--- src/video_pkg.sv ---
package video_pkg;

    // Pixel format
    localparam int COLOR_W = 8;
    localparam int PIX_W = 3 * COLOR_W;

    // OSD palette, index to {r, g, b}
    localparam int OSD_COLOR_W = 2;

    localparam logic [PIX_W-1:0] OSD_BLACK = 24'h00_00_00;
    localparam logic [PIX_W-1:0] OSD_BLUE = 24'h00_00_ff;
    localparam logic [PIX_W-1:0] OSD_YELLOW = 24'hff_ff_00;
    localparam logic [PIX_W-1:0] OSD_WHITE = 24'hff_ff_ff;

    // Extra (VGA DAC) output modes
    localparam int XOUT_MODE_W = 2;

    localparam logic [XOUT_MODE_W-1:0] XOUT_RGBHV = 2'd0;
    localparam logic [XOUT_MODE_W-1:0] XOUT_RGBCS = 2'd1;
    localparam logic [XOUT_MODE_W-1:0] XOUT_RGSB = 2'd2;
    localparam logic [XOUT_MODE_W-1:0] XOUT_YPBPR = 2'd3;

endpackage
--- src/video_if.sv ---
`timescale 1ns/1ps

interface video_if;
    import video_pkg::*;

    // One pixel per pclk_out cycle, no handshake
    logic [COLOR_W-1:0] r;
    logic [COLOR_W-1:0] g;
    logic [COLOR_W-1:0] b;
    logic hsync;
    logic vsync;
    logic de;

    modport src (
        output r, g, b,
        output hsync, vsync, de
    );

    modport snk (
        input r, g, b,
        input hsync, vsync, de
    );

endinterface

--- src/video_out_top.sv ---
`timescale 1ns/1ps

module video_out_top #(
    parameter int PIPE_DEPTH = 1
) (
    input  logic                              pclk_out,
    input  logic                              po_reset_n,

    // OSD generator
    input  logic                              osd_enable_i,
    input  logic [video_pkg::OSD_COLOR_W-1:0] osd_color_i,

    // Scaler output
    input  logic [video_pkg::COLOR_W-1:0]     sc_r_i,
    input  logic [video_pkg::COLOR_W-1:0]     sc_g_i,
    input  logic [video_pkg::COLOR_W-1:0]     sc_b_i,
    input  logic                              sc_hsync_i,
    input  logic                              sc_vsync_i,
    input  logic                              sc_de_i,

    // Extra output control
    input  logic                              extra_out_en_i,
    input  logic [video_pkg::XOUT_MODE_W-1:0] extra_out_mode_i,

    // HDMI transmitter
    output logic [video_pkg::COLOR_W-1:0]     hdmitx_r_o,
    output logic [video_pkg::COLOR_W-1:0]     hdmitx_g_o,
    output logic [video_pkg::COLOR_W-1:0]     hdmitx_b_o,
    output logic                              hdmitx_hsync_o,
    output logic                              hdmitx_vsync_o,
    output logic                              hdmitx_de_o,

    // VGA DAC
    output logic [video_pkg::COLOR_W-1:0]     vga_r_o,
    output logic [video_pkg::COLOR_W-1:0]     vga_g_o,
    output logic [video_pkg::COLOR_W-1:0]     vga_b_o,
    output logic                              vga_hs_o,
    output logic                              vga_vs_o,
    output logic                              vga_blank_n_o,
    output logic                              vga_sync_n_o
);

    video_if mix_bus ();
    video_if tx_bus ();

    osd_mixer u_osd_mixer (
        .pclk_out     (pclk_out),
        .po_reset_n   (po_reset_n),
        .osd_enable_i (osd_enable_i),
        .osd_color_i  (osd_color_i),
        .sc_r_i       (sc_r_i),
        .sc_g_i       (sc_g_i),
        .sc_b_i       (sc_b_i),
        .sc_hsync_i   (sc_hsync_i),
        .sc_vsync_i   (sc_vsync_i),
        .sc_de_i      (sc_de_i),
        .out_bus      (mix_bus.src)
    );

    tx_launch_pipe #(
        .PIPE_DEPTH (PIPE_DEPTH)
    ) u_tx_launch_pipe (
        .pclk_out   (pclk_out),
        .po_reset_n (po_reset_n),
        .in_bus     (mix_bus.snk),
        .out_bus    (tx_bus.src)
    );

    // HDMI pins come straight off the last launch stage
    assign hdmitx_r_o = tx_bus.r;
    assign hdmitx_g_o = tx_bus.g;
    assign hdmitx_b_o = tx_bus.b;
    assign hdmitx_hsync_o = tx_bus.hsync;
    assign hdmitx_vsync_o = tx_bus.vsync;
    assign hdmitx_de_o = tx_bus.de;

    extra_out_encoder u_extra_out_encoder (
        .pclk_out         (pclk_out),
        .po_reset_n       (po_reset_n),
        .extra_out_en_i   (extra_out_en_i),
        .extra_out_mode_i (extra_out_mode_i),
        .in_bus           (tx_bus.snk),
        .vga_r_o          (vga_r_o),
        .vga_g_o          (vga_g_o),
        .vga_b_o          (vga_b_o),
        .vga_hs_o         (vga_hs_o),
        .vga_vs_o         (vga_vs_o),
        .vga_blank_n_o    (vga_blank_n_o),
        .vga_sync_n_o     (vga_sync_n_o)
    );

endmodule

--- src/extra_out_encoder.sv ---
`timescale 1ns/1ps

module extra_out_encoder (
    input  logic                              pclk_out,
    input  logic                              po_reset_n,

    input  logic                              extra_out_en_i,
    input  logic [video_pkg::XOUT_MODE_W-1:0] extra_out_mode_i,

    video_if.snk                              in_bus,

    output logic [video_pkg::COLOR_W-1:0]     vga_r_o,
    output logic [video_pkg::COLOR_W-1:0]     vga_g_o,
    output logic [video_pkg::COLOR_W-1:0]     vga_b_o,
    output logic                              vga_hs_o,
    output logic                              vga_vs_o,
    output logic                              vga_blank_n_o,
    output logic                              vga_sync_n_o
);
    import video_pkg::*;

    logic csync;
    logic hs_next;
    logic vs_next;
    logic blank_n_next;
    logic sync_n_next;

    logic [COLOR_W-1:0] pre_r;
    logic [COLOR_W-1:0] pre_g;
    logic [COLOR_W-1:0] pre_b;
    logic pre_hs;
    logic pre_vs;
    logic pre_blank_n;
    logic pre_sync_n;

    // Composite sync, high when hsync and vsync agree
    assign csync = ~(in_bus.hsync ^ in_bus.vsync);

    always_comb begin
        hs_next = csync;
        vs_next = 1'b1;
        blank_n_next = in_bus.de;
        sync_n_next = 1'b0;
        case (extra_out_mode_i)
            XOUT_RGBHV: begin
                hs_next = in_bus.hsync;
                vs_next = in_bus.vsync;
            end
            XOUT_RGSB: begin
                sync_n_next = csync;
            end
            XOUT_YPBPR: begin
                blank_n_next = 1'b1;
                sync_n_next = csync;
            end
            default: begin
                // RGBCS uses the defaults
            end
        endcase
    end

    // Both stages freeze while the extra output is deselected
    always_ff @(posedge pclk_out or negedge po_reset_n) begin
        if (!po_reset_n) begin
            pre_r <= '0;
            pre_g <= '0;
            pre_b <= '0;
            pre_hs <= 1'b0;
            pre_vs <= 1'b0;
            pre_blank_n <= 1'b0;
            pre_sync_n <= 1'b0;
            vga_r_o <= '0;
            vga_g_o <= '0;
            vga_b_o <= '0;
            vga_hs_o <= 1'b0;
            vga_vs_o <= 1'b0;
            vga_blank_n_o <= 1'b0;
            vga_sync_n_o <= 1'b0;
        end else if (extra_out_en_i) begin
            pre_r <= in_bus.r;
            pre_g <= in_bus.g;
            pre_b <= in_bus.b;
            pre_hs <= hs_next;
            pre_vs <= vs_next;
            pre_blank_n <= blank_n_next;
            pre_sync_n <= sync_n_next;

            vga_r_o <= pre_r;
            vga_g_o <= pre_g;
            vga_b_o <= pre_b;
            vga_hs_o <= pre_hs;
            vga_vs_o <= pre_vs;
            vga_blank_n_o <= pre_blank_n;
            vga_sync_n_o <= pre_sync_n;
        end
    end

    // No sync on green in separate-sync modes, through both stages
    property p_no_sog_in_rgb;
        @(posedge pclk_out) disable iff (!po_reset_n)
            (extra_out_en_i && (extra_out_mode_i == XOUT_RGBHV ||
                                extra_out_mode_i == XOUT_RGBCS))
            ##1 extra_out_en_i |=> !vga_sync_n_o;
    endproperty

    a_no_sog_in_rgb: assert property (p_no_sog_in_rgb)
        else $error("extra_out_encoder: vga_sync_n_o high in RGBHV/RGBCS mode");

endmodule

--- src/tx_launch_pipe.sv ---
`timescale 1ns/1ps

module tx_launch_pipe #(
    parameter int PIPE_DEPTH = 1
) (
    input  logic pclk_out,
    input  logic po_reset_n,

    video_if.snk in_bus,
    video_if.src out_bus
);
    import video_pkg::*;

    // Pixel plus hsync, vsync, de
    localparam int STAGE_W = PIX_W + 3;

    logic [STAGE_W-1:0] stage_in;
    logic [STAGE_W-1:0] stage_q [PIPE_DEPTH];

    if (PIPE_DEPTH < 1) begin : g_depth_check
        $error("tx_launch_pipe: PIPE_DEPTH must be at least 1, got %0d", PIPE_DEPTH);
    end

    assign stage_in = {in_bus.r, in_bus.g, in_bus.b,
                       in_bus.hsync, in_bus.vsync, in_bus.de};

    // Launch registers toward the HDMI transmitter
    always_ff @(posedge pclk_out or negedge po_reset_n) begin
        if (!po_reset_n) begin
            for (int i = 0; i < PIPE_DEPTH; i++) begin
                stage_q[i] <= '0;
            end
        end else begin
            stage_q[0] <= stage_in;
            for (int i = 1; i < PIPE_DEPTH; i++) begin
                stage_q[i] <= stage_q[i-1];
            end
        end
    end

    assign {out_bus.r, out_bus.g, out_bus.b,
            out_bus.hsync, out_bus.vsync, out_bus.de} = stage_q[PIPE_DEPTH-1];

endmodule

--- src/osd_mixer.sv ---
`timescale 1ns/1ps

module osd_mixer (
    input  logic                              pclk_out,
    input  logic                              po_reset_n,

    input  logic                              osd_enable_i,
    input  logic [video_pkg::OSD_COLOR_W-1:0] osd_color_i,

    input  logic [video_pkg::COLOR_W-1:0]     sc_r_i,
    input  logic [video_pkg::COLOR_W-1:0]     sc_g_i,
    input  logic [video_pkg::COLOR_W-1:0]     sc_b_i,
    input  logic                              sc_hsync_i,
    input  logic                              sc_vsync_i,
    input  logic                              sc_de_i,

    video_if.src                              out_bus
);
    import video_pkg::*;

    logic [PIX_W-1:0] osd_word;
    logic [PIX_W-1:0] mix_word;

    // Palette lookup
    always_comb begin
        case (osd_color_i)
            2'd0:    osd_word = OSD_BLACK;
            2'd1:    osd_word = OSD_BLUE;
            2'd2:    osd_word = OSD_YELLOW;
            default: osd_word = OSD_WHITE;
        endcase
    end

    assign mix_word = osd_enable_i ? osd_word : {sc_r_i, sc_g_i, sc_b_i};

    always_ff @(posedge pclk_out or negedge po_reset_n) begin
        if (!po_reset_n) begin
            out_bus.r <= '0;
            out_bus.g <= '0;
            out_bus.b <= '0;
            out_bus.hsync <= 1'b0;
            out_bus.vsync <= 1'b0;
            out_bus.de <= 1'b0;
        end else begin
            {out_bus.r, out_bus.g, out_bus.b} <= mix_word;

            // Syncs bypass the overlay
            out_bus.hsync <= sc_hsync_i;
            out_bus.vsync <= sc_vsync_i;
            out_bus.de <= sc_de_i;
        end
    end

    // OSD generator must present a defined index whenever it claims the pixel
    property p_osd_color_known;
        @(posedge pclk_out) disable iff (!po_reset_n)
            osd_enable_i |-> !$isunknown(osd_color_i);
    endproperty

    a_osd_color_known: assert property (p_osd_color_known)
        else $error("osd_mixer: osd_color_i unknown while OSD enabled");

endmodule

--- config.mk ---
export PLATFORM = sky130hd
export DESIGN_NAME = video_out_top
export DESIGN_NICKNAME = d
export VERILOG_FILES = /design/src/video_pkg.sv /design/src/video_if.sv /design/src/video_out_top.sv /design/src/extra_out_encoder.sv /design/src/tx_launch_pipe.sv /design/src/osd_mixer.sv
export SDC_FILE = /design/constraint.sdc
export NUM_CORES = 1
export LEC_CHECK = 0
export ABC_AREA = 1
export BUFFER_PORTS_ARGS = -buffer_cell sky130_fd_sc_hd__buf_2
export CAP_MARGIN = 10
export CORE_MARGIN = 2
export CORE_UTILIZATION = 44
export CTS_CLUSTER_DIAMETER = 60
export DETAILED_ROUTE_END_ITERATION = 16
export GPL_TIMING_DRIVEN = 0
export PLACE_DENSITY = 0.75
export SLEW_MARGIN = 20
export SYNTH_ARGS = -nofsm -noshare
export SYNTH_HDL_FRONTEND = slang
export SYNTH_SLANG_ARGS = --single-unit
--- constraint.sdc ---
create_clock -name pclk_out -period 0.8 [get_ports pclk_out]
set_input_delay 0.12 -clock pclk_out [delete_from_list [all_inputs] [get_ports pclk_out]]
set_output_delay 0.12 -clock pclk_out [all_outputs]
set_load 0.02 [all_outputs]
# Word-level counts from Yosys, hierarchy flattened
# Index checks and enable logic that the tools add are counted.
[word_totals]
reg_bits = 110
input_bits = 35
out_inout_bits = 55
word_cells = 36
[op_classes]
eq_ne = 4
mux = 6
n_bitwise = 2
n_reduce_logical = 3
[ops]
columns = ["op", "count"]
rows = [
  ["$pmux 24 s3", 1],
  ["$mux 24", 1],
  ["$eq 2x2->1 const B", 3],
  ["$logic_not 2->1", 2],
  ["$mux 1", 4],
  ["$eq 2x1->1 const B", 1],
  ["$reduce_or 2->1", 1],
  ["$not 1->1", 1],
  ["$xor 1x1->1", 1],
]

# Depth between registers and ports, before layout
# Gate-level depths: netlist of the first run.
[logic_depth]
depth_word = 3
depth_mapped = 5
ltp_nobuf = 5

# Hierarchy
# From an unflattened synthesis of the first run, not the netlist that was laid out.
[unflattened]
hier_cells = 339
area_unflattened_um2 = 3731.1
[by_module_without_submodules]
columns = ["mod", "instances", "cells_each", "area_each_um2", "seq_area_each_um2"]
rows = [
  ["extra_out_encoder", 1, 231, 2152.1, 1401.3],
  ["osd_mixer", 1, 81, 903.4, 675.6],
  ["tx_launch_pipe", 1, 27, 675.6, 675.6],
]

# Worst setup path after synthesis of the first run
# No wires, ideal clock.
[synth_path]
path_type = "reg2reg"
startpoint = "register u_tx_launch_pipe.stage_q[2] (netlist bit)"
endpoint = "register u_extra_out_encoder.pre_hs"
setup_time_ns = 0.116
arrival_ns = 0.766
required_ns = 0.684
path_slack_ns = -0.083
stages_incl_launch_ff = 6
path_buffers = 0
synth_period_minus_slack_ns = 0.883
path_cell_list = "dfrtp_1 -> inv_1 -> nand2_1 -> nand3_1 -> nand2_1 -> nand2_1"
[synth_via]
elab_chain_len = 3
[synth_lines]
columns = ["item", "line_no", "source"]
rows = [
  ["from (decl)", "tx_launch_pipe.sv:18", "logic [STAGE_W-1:0] stage_q [PIPE_DEPTH];"],
  ["from (signal, indexed assignment)", "tx_launch_pipe.sv:36", "stage_q[i] <= stage_q[i-1];"],
  ["$xor 1x1->1", "extra_out_encoder.sv:37", "assign csync = ~(in_bus.hsync ^ in_bus.vsync);"],
  ["$not 1->1", "extra_out_encoder.sv:37", ""],
  ["$mux 1 *", "extra_out_encoder.sv:44", "case (extra_out_mode_i)"],
  ["to (signal assigned)", "extra_out_encoder.sv:83", "pre_hs <= hs_next;"],
  ["to (decl)", "extra_out_encoder.sv:31", "logic pre_hs;"],
]
# Mark *: on every way between the ends. The rest lies on a longest branch, timed or not.
# A chain may end at the register's enable or synchronous reset.

# Worst setup path after layout of the first run
[layout_path]
startpoint = "register u_tx_launch_pipe.stage_q[16] (netlist bit)"
endpoint = "output hdmitx_g_o[5] (netlist bit)"
[layout_lines]
columns = ["item", "line_no", "source"]
rows = [
  ["to (decl)", "video_out_top.sv:27", "output logic [video_pkg::COLOR_W-1:0] hdmitx_g_o,"],
]
# No word-level cell between the ends.

==> results.md, run 1 <==
- Row Count: 33
- Critical Path End: hdmitx_g_o[5]
- First-pass GRT wire length: ~13000 µm
- Comb power frac: ~18%
- Worst-path clk slew: roughly 0.10 ns
- Sw frac: 26.5%
- Post-Synthesis Cells: approximately 350
- Synth top area share: slightly above 70%
- Reg2reg start: u_tx_launch_pipe.stage_q[1]
- GPL Wtd Cong: ~0.8
- Num CTS Buffers: 9
- Cell count of the worst reg-to-reg path: 3
- Total I/O pin count: 90
- Slowest cell on crit path: dfrtp_1
- WP data arrival: 0.92 ns
- Slew Viols, Final: 0
- Diode count: 0
- XOR/XNOR share of the synthesized area: 0.230%
- Required @ worst endpoint: between 0.6 and 0.7 ns
- Main combinational cell family by area after synthesis: simple AND/OR/NAND/NOR gates
- Clock sink total: between 100 and 150
- Int Pwr: between 0.008 and 0.009 W
- Post-Synth Adder-Cell Area: 0%
- Layout area overhead: 44.3%
- CTS tree: done
- Crit path depth: 1
- Flop pwr share: between 50% and 60%
- Synth area leader: dfrtp_1
- Drt via density: between 4 and 5
- Mean Syn Cell Area: approximately 11 µm²
- Port buffer count: 89
- Post-synthesis sequential area ratio: between 70% and 80%
- Sw Pwr: a little over 0.003 W
- Fmax: around 960 MHz
- RSZ-0062 raised after global routing: true
- Max-slew headroom: around three quarters
- Via Count: about 2700
- Share of total power in the clock network: between 20% and 30%
- Worst setup margin: -0.244 ns
- Die height: between 90 and 100 µm
- Pre-CTS setup slack: -0.0347 ns
- Clk buf depth: 2
- PD cells: ~2100 mW/mm²
- Crit share post-route: 131%
- Synth cell types: 18
- Placed inst area: around 0.0044 mm²
- Worst Setup SP: u_tx_launch_pipe.stage_q[16]
- DPL Wire Length: approximately 5100 µm
- Fin area: 0.00549 mm²
- Total design power: 0.0117 W
- Lkg Pwr: just under 3 nW
- Setup TNS: -12.12 ns
- Least-Margin Pin Slew: ~0.35 ns
- Initial core utilization: 45.8%
- Share of layout cells above drive strength 1: 33.3%
- Worst stage delay on the critical path: roughly 0.42 ns
- Status: finished with violations
- Final hold viol count: 38
- Final setup fails: a little over 60
- DRC Markers: 0
- Antenna-violating nets left: 0
- WL final: between 7000 and 8000 µm
- CP Max Fanout: 2
- Die area: roughly 0.0094 mm²
- Grt total ovfl: 0
- CP Cell Sequence: buf_6
- CP endpoint kind: output port
- Hold slack: -0.361 ns
- Total track usage: between 10% and 20%
- Total core area: 0.00830 mm²
- Hold Crit Class: in -> async
- Clk_lat worst skew: between 0.3 and 0.4 ns
- Ys Warns: 0
- Die W: 97.0 µm
- H-tree depth: 3
- Area contributors post-synth: dfrtp_1, nand2_1, o21ai_0
- Synth Cell Area: roughly 0.0038 mm²
- Number of global-route vias before repair: 2684
- Synth Register Bits: 110
- Post-CTS Hold Buffers: 21
- Post-synth net total: 389
- Reg-to-Reg End: u_extra_out_encoder.pre_sync_n
- WL/cell: about 12 µm
- Clk_skew: about 0.0097 ns
- Failing checks: hold timing, setup timing
- DRT iter0 DRCs: 97
- Nets: between 500 and 600
- R2R Setup Slk: -0.09 ns
- Peak VDD IR: 1040 µV
- Type of origin of the critical path: flip-flop
- Initial antenna violation count: 0
- Crit-path leading delay family: flip-flops
- Crit path time final: between 1 and 1.5 ns
- Largest net degree at the start of global routing: 77
- Synth Area in Compound Gates: under 10%
- Buf/Inv on CP: 1
- CTS root buf: clkbuf_8
- Critical path class: reg -> out
- Simple-Gate Fraction of Synth Area: 16.9%
- Max Cap Violations: 0
- Mux contribution to synthesized area: 0%
- Pre-antenna DRT Iters: 4
-- layout by cell type (no fill, tap or decap), drive strengths merged --
cell type / instances
a21oi: 2
a31oi: 1
buf: 138
bufinv: 1
clkbuf: 12
clkinv: 4
clkinvlp: 1
dfrtp: 110
dlygate4sd3: 21
inv: 30
nand2: 167
nand3: 1
nor2: 2
o21ai: 26
xor2: 1
-- cell type report --
cell class              instances  area [µm²]
clock buffers                   9         124
plain buffers                  15         143
repair buffers                147        1320
clock inverters                 7        73.8
flip-flops and latches        110        2760
multi-input cells             200         830
inverters                      29         114
well taps                     105         131
fillers                       614        2810
-- how the worst min path moves through the flow --
stage               startpoint                               to  slack (ns)
global route        po_reset_n  u_extra_out_encoder.pre_blank_n       -0.35
finish              po_reset_n  u_extra_out_encoder.pre_blank_n       -0.36
global placement       sc_de_i           u_osd_mixer.out_bus.de        0.23
detailed placement  po_reset_n      u_tx_launch_pipe.stage_q[0]        0.03
floorplan           po_reset_n     u_extra_out_encoder.pre_b[0]       -0.18
CTS                 po_reset_n  u_extra_out_encoder.pre_blank_n       -0.37
-- power by group through the flow --
stage | combinational (W) | sequential [W] | clock [W]
floorplan | 0.000476 | 0.00673 | 0
CTS | 0.00202 | 0.00637 | 0.00330
finish | 0.00213 | 0.00638 | 0.00324
global placement | 0.00139 | 0.00642 | 0
detailed placement | 0.00145 | 0.00643 | 0
global route | 0.00232 | 0.00645 | 0.00351
-- cells by family (layout without fill, tap and decap cells) --
family          count (synthesis)  in the layout
flops                         110            110
simple gates                  170            170
compound gates                 29             29
buf+inv                        44            207
xor+xnor                        1              1
-- metrics by stage --
| stage | util [%] | instances |
|---|---|---|
| finish | 66.1 | 622 |
| global route | 66.1 | 622 |
| CTS | 64.4 | 609 |
| detailed placement | 53.2 | 549 |
| global placement | 52.8 | 548 |
| floorplan | - | 354 |
-- repair_timing --
action,4_1_cts,5_1_grt
pin swaps,1,9
setup buffers,23,13
cloned,0,0
endpoints found under the hold margin,55,34
setup endpoints to repair,55,61
resized for setup,111,16
-- Yosys cell counts --
master and count:
clkbuf_8 1, nand2_1 166, inv_2 1, inv_1 28, clkbuf_2 2, a31oi_1 1, a21oi_1 2, o21ai_0 22
o21ai_2 1, xor2_1 1, nand2_2 1, buf_6 9, dfrtp_1 110, buf_4 1, buf_2 2, nand3_1 1
nor2_1 2, o21ai_1 3
-- sequential cells by signal, indices dropped and copies added, names as in the netlist, 8 cells and up --
| signal | flops |
|---|---|
| u_extra_out_encoder.pre_r | 8 |
| u_osd_mixer.out_bus.g | 8 |
| u_osd_mixer.out_bus.r | 8 |
| u_extra_out_encoder.vga_b_o | 8 |
| u_extra_out_encoder.pre_g | 8 |
| u_extra_out_encoder.pre_b | 8 |
| u_osd_mixer.out_bus.b | 8 |
| u_extra_out_encoder.vga_g_o | 8 |
| u_tx_launch_pipe.stage_q | 27 |
| u_extra_out_encoder.vga_r_o | 8 |
-- routing by layer --
metal  up-vias  global-route usage (%)  routed length [µm]
met5         -                       0                   0
met4         0                    7.58                 153
met3        13                    3.32                 255
met2        57                    27.5                3860
met1      1275                    21.7                3340
li1       1379                       -                   -
Note: power is estimated with default switching activity, not from simulation.
==> run 2, diff against run 1 <==
--- a/config.mk
+++ b/config.mk
@@ -14,6 +14,8 @@
 export DETAILED_ROUTE_END_ITERATION = 16
 export GPL_TIMING_DRIVEN = 0
 export PLACE_DENSITY = 0.75
+export SETUP_SLACK_MARGIN = 0.02
+export SKIP_LAST_GASP = 1
 export SLEW_MARGIN = 20
 export SYNTH_ARGS = -nofsm -noshare
 export SYNTH_HDL_FRONTEND = slang
==> results.md, run 2 (synthesis results as in run 1) <==
- Sw frac: 26.0%
- Nets: around 550
- CTS root buf: clkbuf_8
- Buf/Inv on CP: 1
- Clk_skew: 0.00907 ns
- Hold slack: -0.350 ns
- Flop pwr share: about 55%
- Initial core utilization: between 40% and 50%
- Peak VDD IR: about 1100 µV
- Total core area: 0.00830 mm²
- Most flop-heavy register: u_tx_launch_pipe.stage_q
- Cell count of the worst reg-to-reg path: 3
- Pre-antenna DRT Iters: 4
- CP Max Fanout: 2
- Layout area overhead: 44.1%
- Worst-path clk slew: approximately 0.09 ns
- Final hold viol count: 38
- Crit share post-route: 129%
- PD cells: about 2100 mW/mm²
- DPL Wire Length: between 5000 and 6000 µm
- Clock sink total: 110
- Slowest cell on crit path: dfrtp_2
- Total I/O pin count: 90
- Diode count: 0
- Status: finished with violations
- Crit-path leading delay family: flip-flops
- First-pass GRT wire length: 13000 µm
- Fmax: a little under 1000 MHz
- Comb power frac: about a fifth
- Max Cap Violations: 0
- Failing checks: hold timing, setup timing
- Slew Viols, Final: 0
- Clk_lat worst skew: about 0.35 ns
- Setup TNS: -11.83 ns
- Fin area: around 0.0055 mm²
- Reg-to-Reg End: u_extra_out_encoder.pre_sync_n
- Critical path class: reg -> out
- Final setup fails: a little over 60
- Die W: about 97 µm
- Most common cell after layout, fill and taps aside: nand2_1
- Sw Pwr: 0.00301 W
- Clk buf depth: 2
- Grt total ovfl: 0
- CTS tree: done
- CP Cell Sequence: buf_6
- Num CTS Buffers: 9
- Number of global-route vias before repair: approximately 2800
- Required @ worst endpoint: roughly 0.68 ns
- Drt via density: 4.49
- Antenna-violating nets left: 0
- Number of flip-flops in the largest register: 27
- Hold Crit Class: in -> async
- WP data arrival: approximately 0.91 ns
- Worst setup margin: -0.234 ns
- Share of layout cells above drive strength 1: between 30% and 40%
- Row Count: 33
- Total track usage: between 10% and 20%
- Port buffer count: between 80 and 90
- GPL Wtd Cong: 0.803
- R2R Setup Slk: -0.12 ns
- H-tree depth: 3
- Initial antenna violation count: 0
- Type of origin of the critical path: flip-flop
- Lkg Pwr: approximately 3 nW
- Placed inst area: about 0.0044 mm²
- WL final: between 7000 and 8000 µm
- Most frequent cells in the layout: nand2_1, dfrtp_1, buf_6
- Die height: approximately 97 µm
- Least-Margin Pin Slew: approximately 0.36 ns
- DRC Markers: 0
- CP endpoint kind: output port
- RSZ-0062 raised after global routing: true
- Int Pwr: 0.00856 W
- Largest net degree at the start of global routing: 74
- Worst stage delay on the critical path: between 0.4 and 0.5 ns
- Max-slew headroom: 75.9%
- DRT iter0 DRCs: 180
- Die area: approximately 0.0094 mm²
- Share of total power in the clock network: a little over a quarter
- Pre-CTS setup slack: -0.0404 ns
- Crit path time final: 1.03 ns
- WL/cell: about 13 µm
- Reg2reg start: u_tx_launch_pipe.stage_q[2]
- Post-CTS Hold Buffers: 21
- Via Count: ~2800
## run 2: changes by cell type in the layout (fill, tap and decap cells not counted), sizes merged
| cell | previous run | this run |
|---|---|---|
| clkbuf | 12 | 16 |
| inv | 30 | 29 |
| bufinv | 1 | 0 |
| buf | 138 | 137 |
| clkinv | 4 | 2 |
## run 2: through the flow
| stage | instances | utilization [%] | power (W) |
|---|---|---|---|
| final | 621 | 66.1 | 0.0116 |
| after global placement | 548 | 52.8 | 0.00781 |
| after floorplan | 354 | - | 0.00721 |
| after detailed placement | 549 | 53.2 | 0.00788 |
| after CTS | 610 | 64.5 | 0.0115 |
| after global routing | 621 | 66.1 | 0.0121 |
## run 2: how the worst max path moves through the flow
stage,start,to,depth (start not counted)
3_3_place_gp,po_reset_n,u_tx_launch_pipe.stage_q[1],1
2_1_floorplan,u_tx_launch_pipe.stage_q[1],u_extra_out_encoder.pre_sync_n,2
6_report,u_tx_launch_pipe.stage_q[1],hdmitx_vsync_o,1
4_1_cts,u_tx_launch_pipe.stage_q[18],hdmitx_g_o[7],1
3_5_place_dp,osd_enable_i,u_osd_mixer.out_bus.b[5],3
5_1_grt,u_tx_launch_pipe.stage_q[13],hdmitx_g_o[2],1
## run 2: power by group through the flow
stage | Sequential (W) | Clock (W) | Combinational (W)
2_1_floorplan | 0.00673 | 0 | 0.000477
3_3_place_gp | 0.00642 | 0 | 0.00139
3_5_place_dp | 0.00643 | 0 | 0.00145
4_1_cts | 0.00638 | 0.00310 | 0.00203
5_1_grt | 0.00645 | 0.00331 | 0.00234
6_report | 0.00639 | 0.00302 | 0.00215
## run 2: timing repair
action / CTS / global route
setup endpoints to repair: 56 / 68
pin swaps: 3 / 10
endpoints found under the hold margin: 58 / 37
gates cloned: 0 / 0
resized for setup: 114 / 15
buffers inserted: 24 / 13
## run 2: layout make-up
class | instances | area, µm²
inverter | 29 | 111
clock inverter | 3 | 17.5
buffer | 15 | 143
fill | 608 | 2820
multi-input combinational | 200 | 835
clock buffer | 13 | 169
sequential | 110 | 2760
timing repair buffer | 146 | 1320
tap | 105 | 131
## run 2: layer usage
metal	wire length [µm]	part of all wire, %	track usage [%]
met1	3320	42	21.5
met2	4200	53	29.3
met3	333	4.2	4.26
met4	134	1.7	6.28
met5	0	0	0
==> run 3, diff against run 2 <==
--- a/config.mk
+++ b/config.mk
@@ -8,7 +8,7 @@
 export ABC_AREA = 1
 export BUFFER_PORTS_ARGS = -buffer_cell sky130_fd_sc_hd__buf_2
 export CAP_MARGIN = 10
-export CORE_MARGIN = 2
+export CORE_MARGIN = 5
 export CORE_UTILIZATION = 44
 export CTS_CLUSTER_DIAMETER = 60
 export DETAILED_ROUTE_END_ITERATION = 16
==> results.md, run 3 (synthesis results as in run 1) <==
- Status: finished with violations
- Failing checks: hold timing, setup timing
- DPL Wire Length: roughly 5400 µm
- Buf/Inv on CP: 1
- Least-Margin Pin Slew: approximately 0.53 ns
- Drt via density: 4.44
- Clk_skew: roughly 0.011 ns
- FILL cells: between 600 and 700
- Hold Crit Class: in -> async
- Initial core utilization: about 44%
- Hold slack: -0.281 ns
- Fmax: slightly above 900 MHz
- Worst stage delay on the critical path: between 0.4 and 0.5 ns
- CP Max Fanout: 2
- Peak VDD IR: approximately 980 µV
- Total core area: between 0.008 and 0.009 mm²
- Number of flip-flops in the largest register: 27
- RSZ-0062 raised after global routing: true
- Post-CTS Hold Buffers: 25
- Most frequent cells in the layout: nand2_1, dfrtp_1, buf_6
- WP data arrival: 0.95 ns
- Slowest cell on crit path: dfrtp_1
- Clk_lat worst skew: around 0.36 ns
- Row Count: 34
- Via Count: ~2800
- Nets: roughly 560
- Lkg Pwr: ~3.0 nW
- Crit share post-route: 134%
- Max-slew headroom: between 60% and 70%
- Die height: 103 µm
- CP Cell Sequence: buf_6
- Number of global-route vias before repair: between 2000 and 3000
- Diode count: 0
- Share of layout cells above drive strength 1: between 30% and 40%
- Required @ worst endpoint: 0.68 ns
- Port buffer count: between 80 and 90
- Die W: a little over 100 µm
- First-pass GRT wire length: 13100 µm
- Initial antenna violation count: 0
- Crit path time final: between 1 and 1.5 ns
- Type of origin of the critical path: flip-flop
- Critical path class: reg -> out
- WL/cell: between 10 and 15 µm
- Worst setup margin: -0.271 ns
- Total I/O pin count: 90
- Worst-path clk slew: 0.11 ns
- WL final: ~8400 µm
- CTS root buf: clkbuf_8
- Num CTS Buffers: 9
- Antenna-violating nets left: 0
- Max Cap Violations: 0
- GPL Wtd Cong: 0.803
- Inst Count DP: approximately 550
- Grt total ovfl: 0
- H-tree depth: 3
- Most common cell after layout, fill and taps aside: nand2_1
- Crit-path leading delay family: flip-flops
- Final hold viol count: 60
- Layout area overhead: 47.5%
- CTS tree: done
- Pre-CTS setup slack: -0.0440 ns
- CP endpoint kind: output port
- Die area: roughly 0.011 mm²
- Most flop-heavy register: u_tx_launch_pipe.stage_q
- Clk buf depth: 2
- Setup TNS: -12.91 ns
- Largest net degree at the start of global routing: 62
- DRT iter0 DRCs: approximately 120
- Clock sink total: 110
- Total track usage: between 10% and 20%
- PD cells: around 2100 mW/mm²
- DRC Markers: 0
- Post-Layout Cell Count: between 600 and 700
- Slew Viols, Final: 0
- Pre-antenna DRT Iters: 4
- Final setup fails: 67
## run 3: metal layers
metal | share of wire, % | track usage, %
met1 | 40 | 19.9
met2 | 53 | 26.9
met3 | 4.5 | 3.25
met4 | 3.2 | 8.47
met5 | 0 | 0
## run 3: what timing repair did
action / in CTS / in global routing
resized for setup: 110 / 15
setup buffers: 25 / 24
setup endpoints to repair: 57 / 68
pin swaps: 0 / 8
endpoints found under the hold margin: 85 / 60
cloned: 0 / 0
## run 3: metrics by stage
| step | util [%] | instance area [µm²] | total power, W |
|---|---|---|---|
| after floorplan | - | 3810 | 0.00721 |
| after global placement | 51.1 | 4390 | 0.00782 |
| after detailed placement | 51.5 | 4420 | 0.00789 |
| after CTS | 62.9 | 5410 | 0.0118 |
| after global routing | 65.3 | 5610 | 0.0125 |
| final | 65.3 | 5610 | 0.0120 |
## run 3: final timing paths
path                                                end                        start  slack (ns)  cells after the start
max                                       hdmitx_b_o[2]  u_tx_launch_pipe.stage_q[5]       -0.27                      1
min                            u_osd_mixer.out_bus.b[6]                   po_reset_n       -0.28                      1
max reg2reg                  u_extra_out_encoder.pre_hs  u_tx_launch_pipe.stage_q[2]       -0.17                      6
min reg2reg                u_tx_launch_pipe.stage_q[17]     u_osd_mixer.out_bus.g[6]        0.35                      0
max in group asynchronous  u_tx_launch_pipe.stage_q[25]                   po_reset_n        0.48                      2
min in group pclk_out          u_osd_mixer.out_bus.r[3]                    sc_r_i[3]        0.02                      3
## run 3: cell type report
cell class              count  area (µm²)  area share, %
inverters                  29         109           1.94
repair buffers            161        1430           25.5
well taps                 108         135           2.41
clock inverters             7        81.3           1.45
clock buffers               9         124           2.21
plain buffers              15         143           2.54
flip-flops and latches    110        2760           49.1
multi-input cells         200         835           14.9
## run 3: report_power, final
part / total [W] / switching, W / internal (W)
clock network: 0.00334 / 0.00186 / 0.00148
registers: 0.00638 / 0.000312 / 0.00607
logic: 0.00226 / 0.00107 / 0.00119
total: 0.0120 / 0.00324 / 0.00874
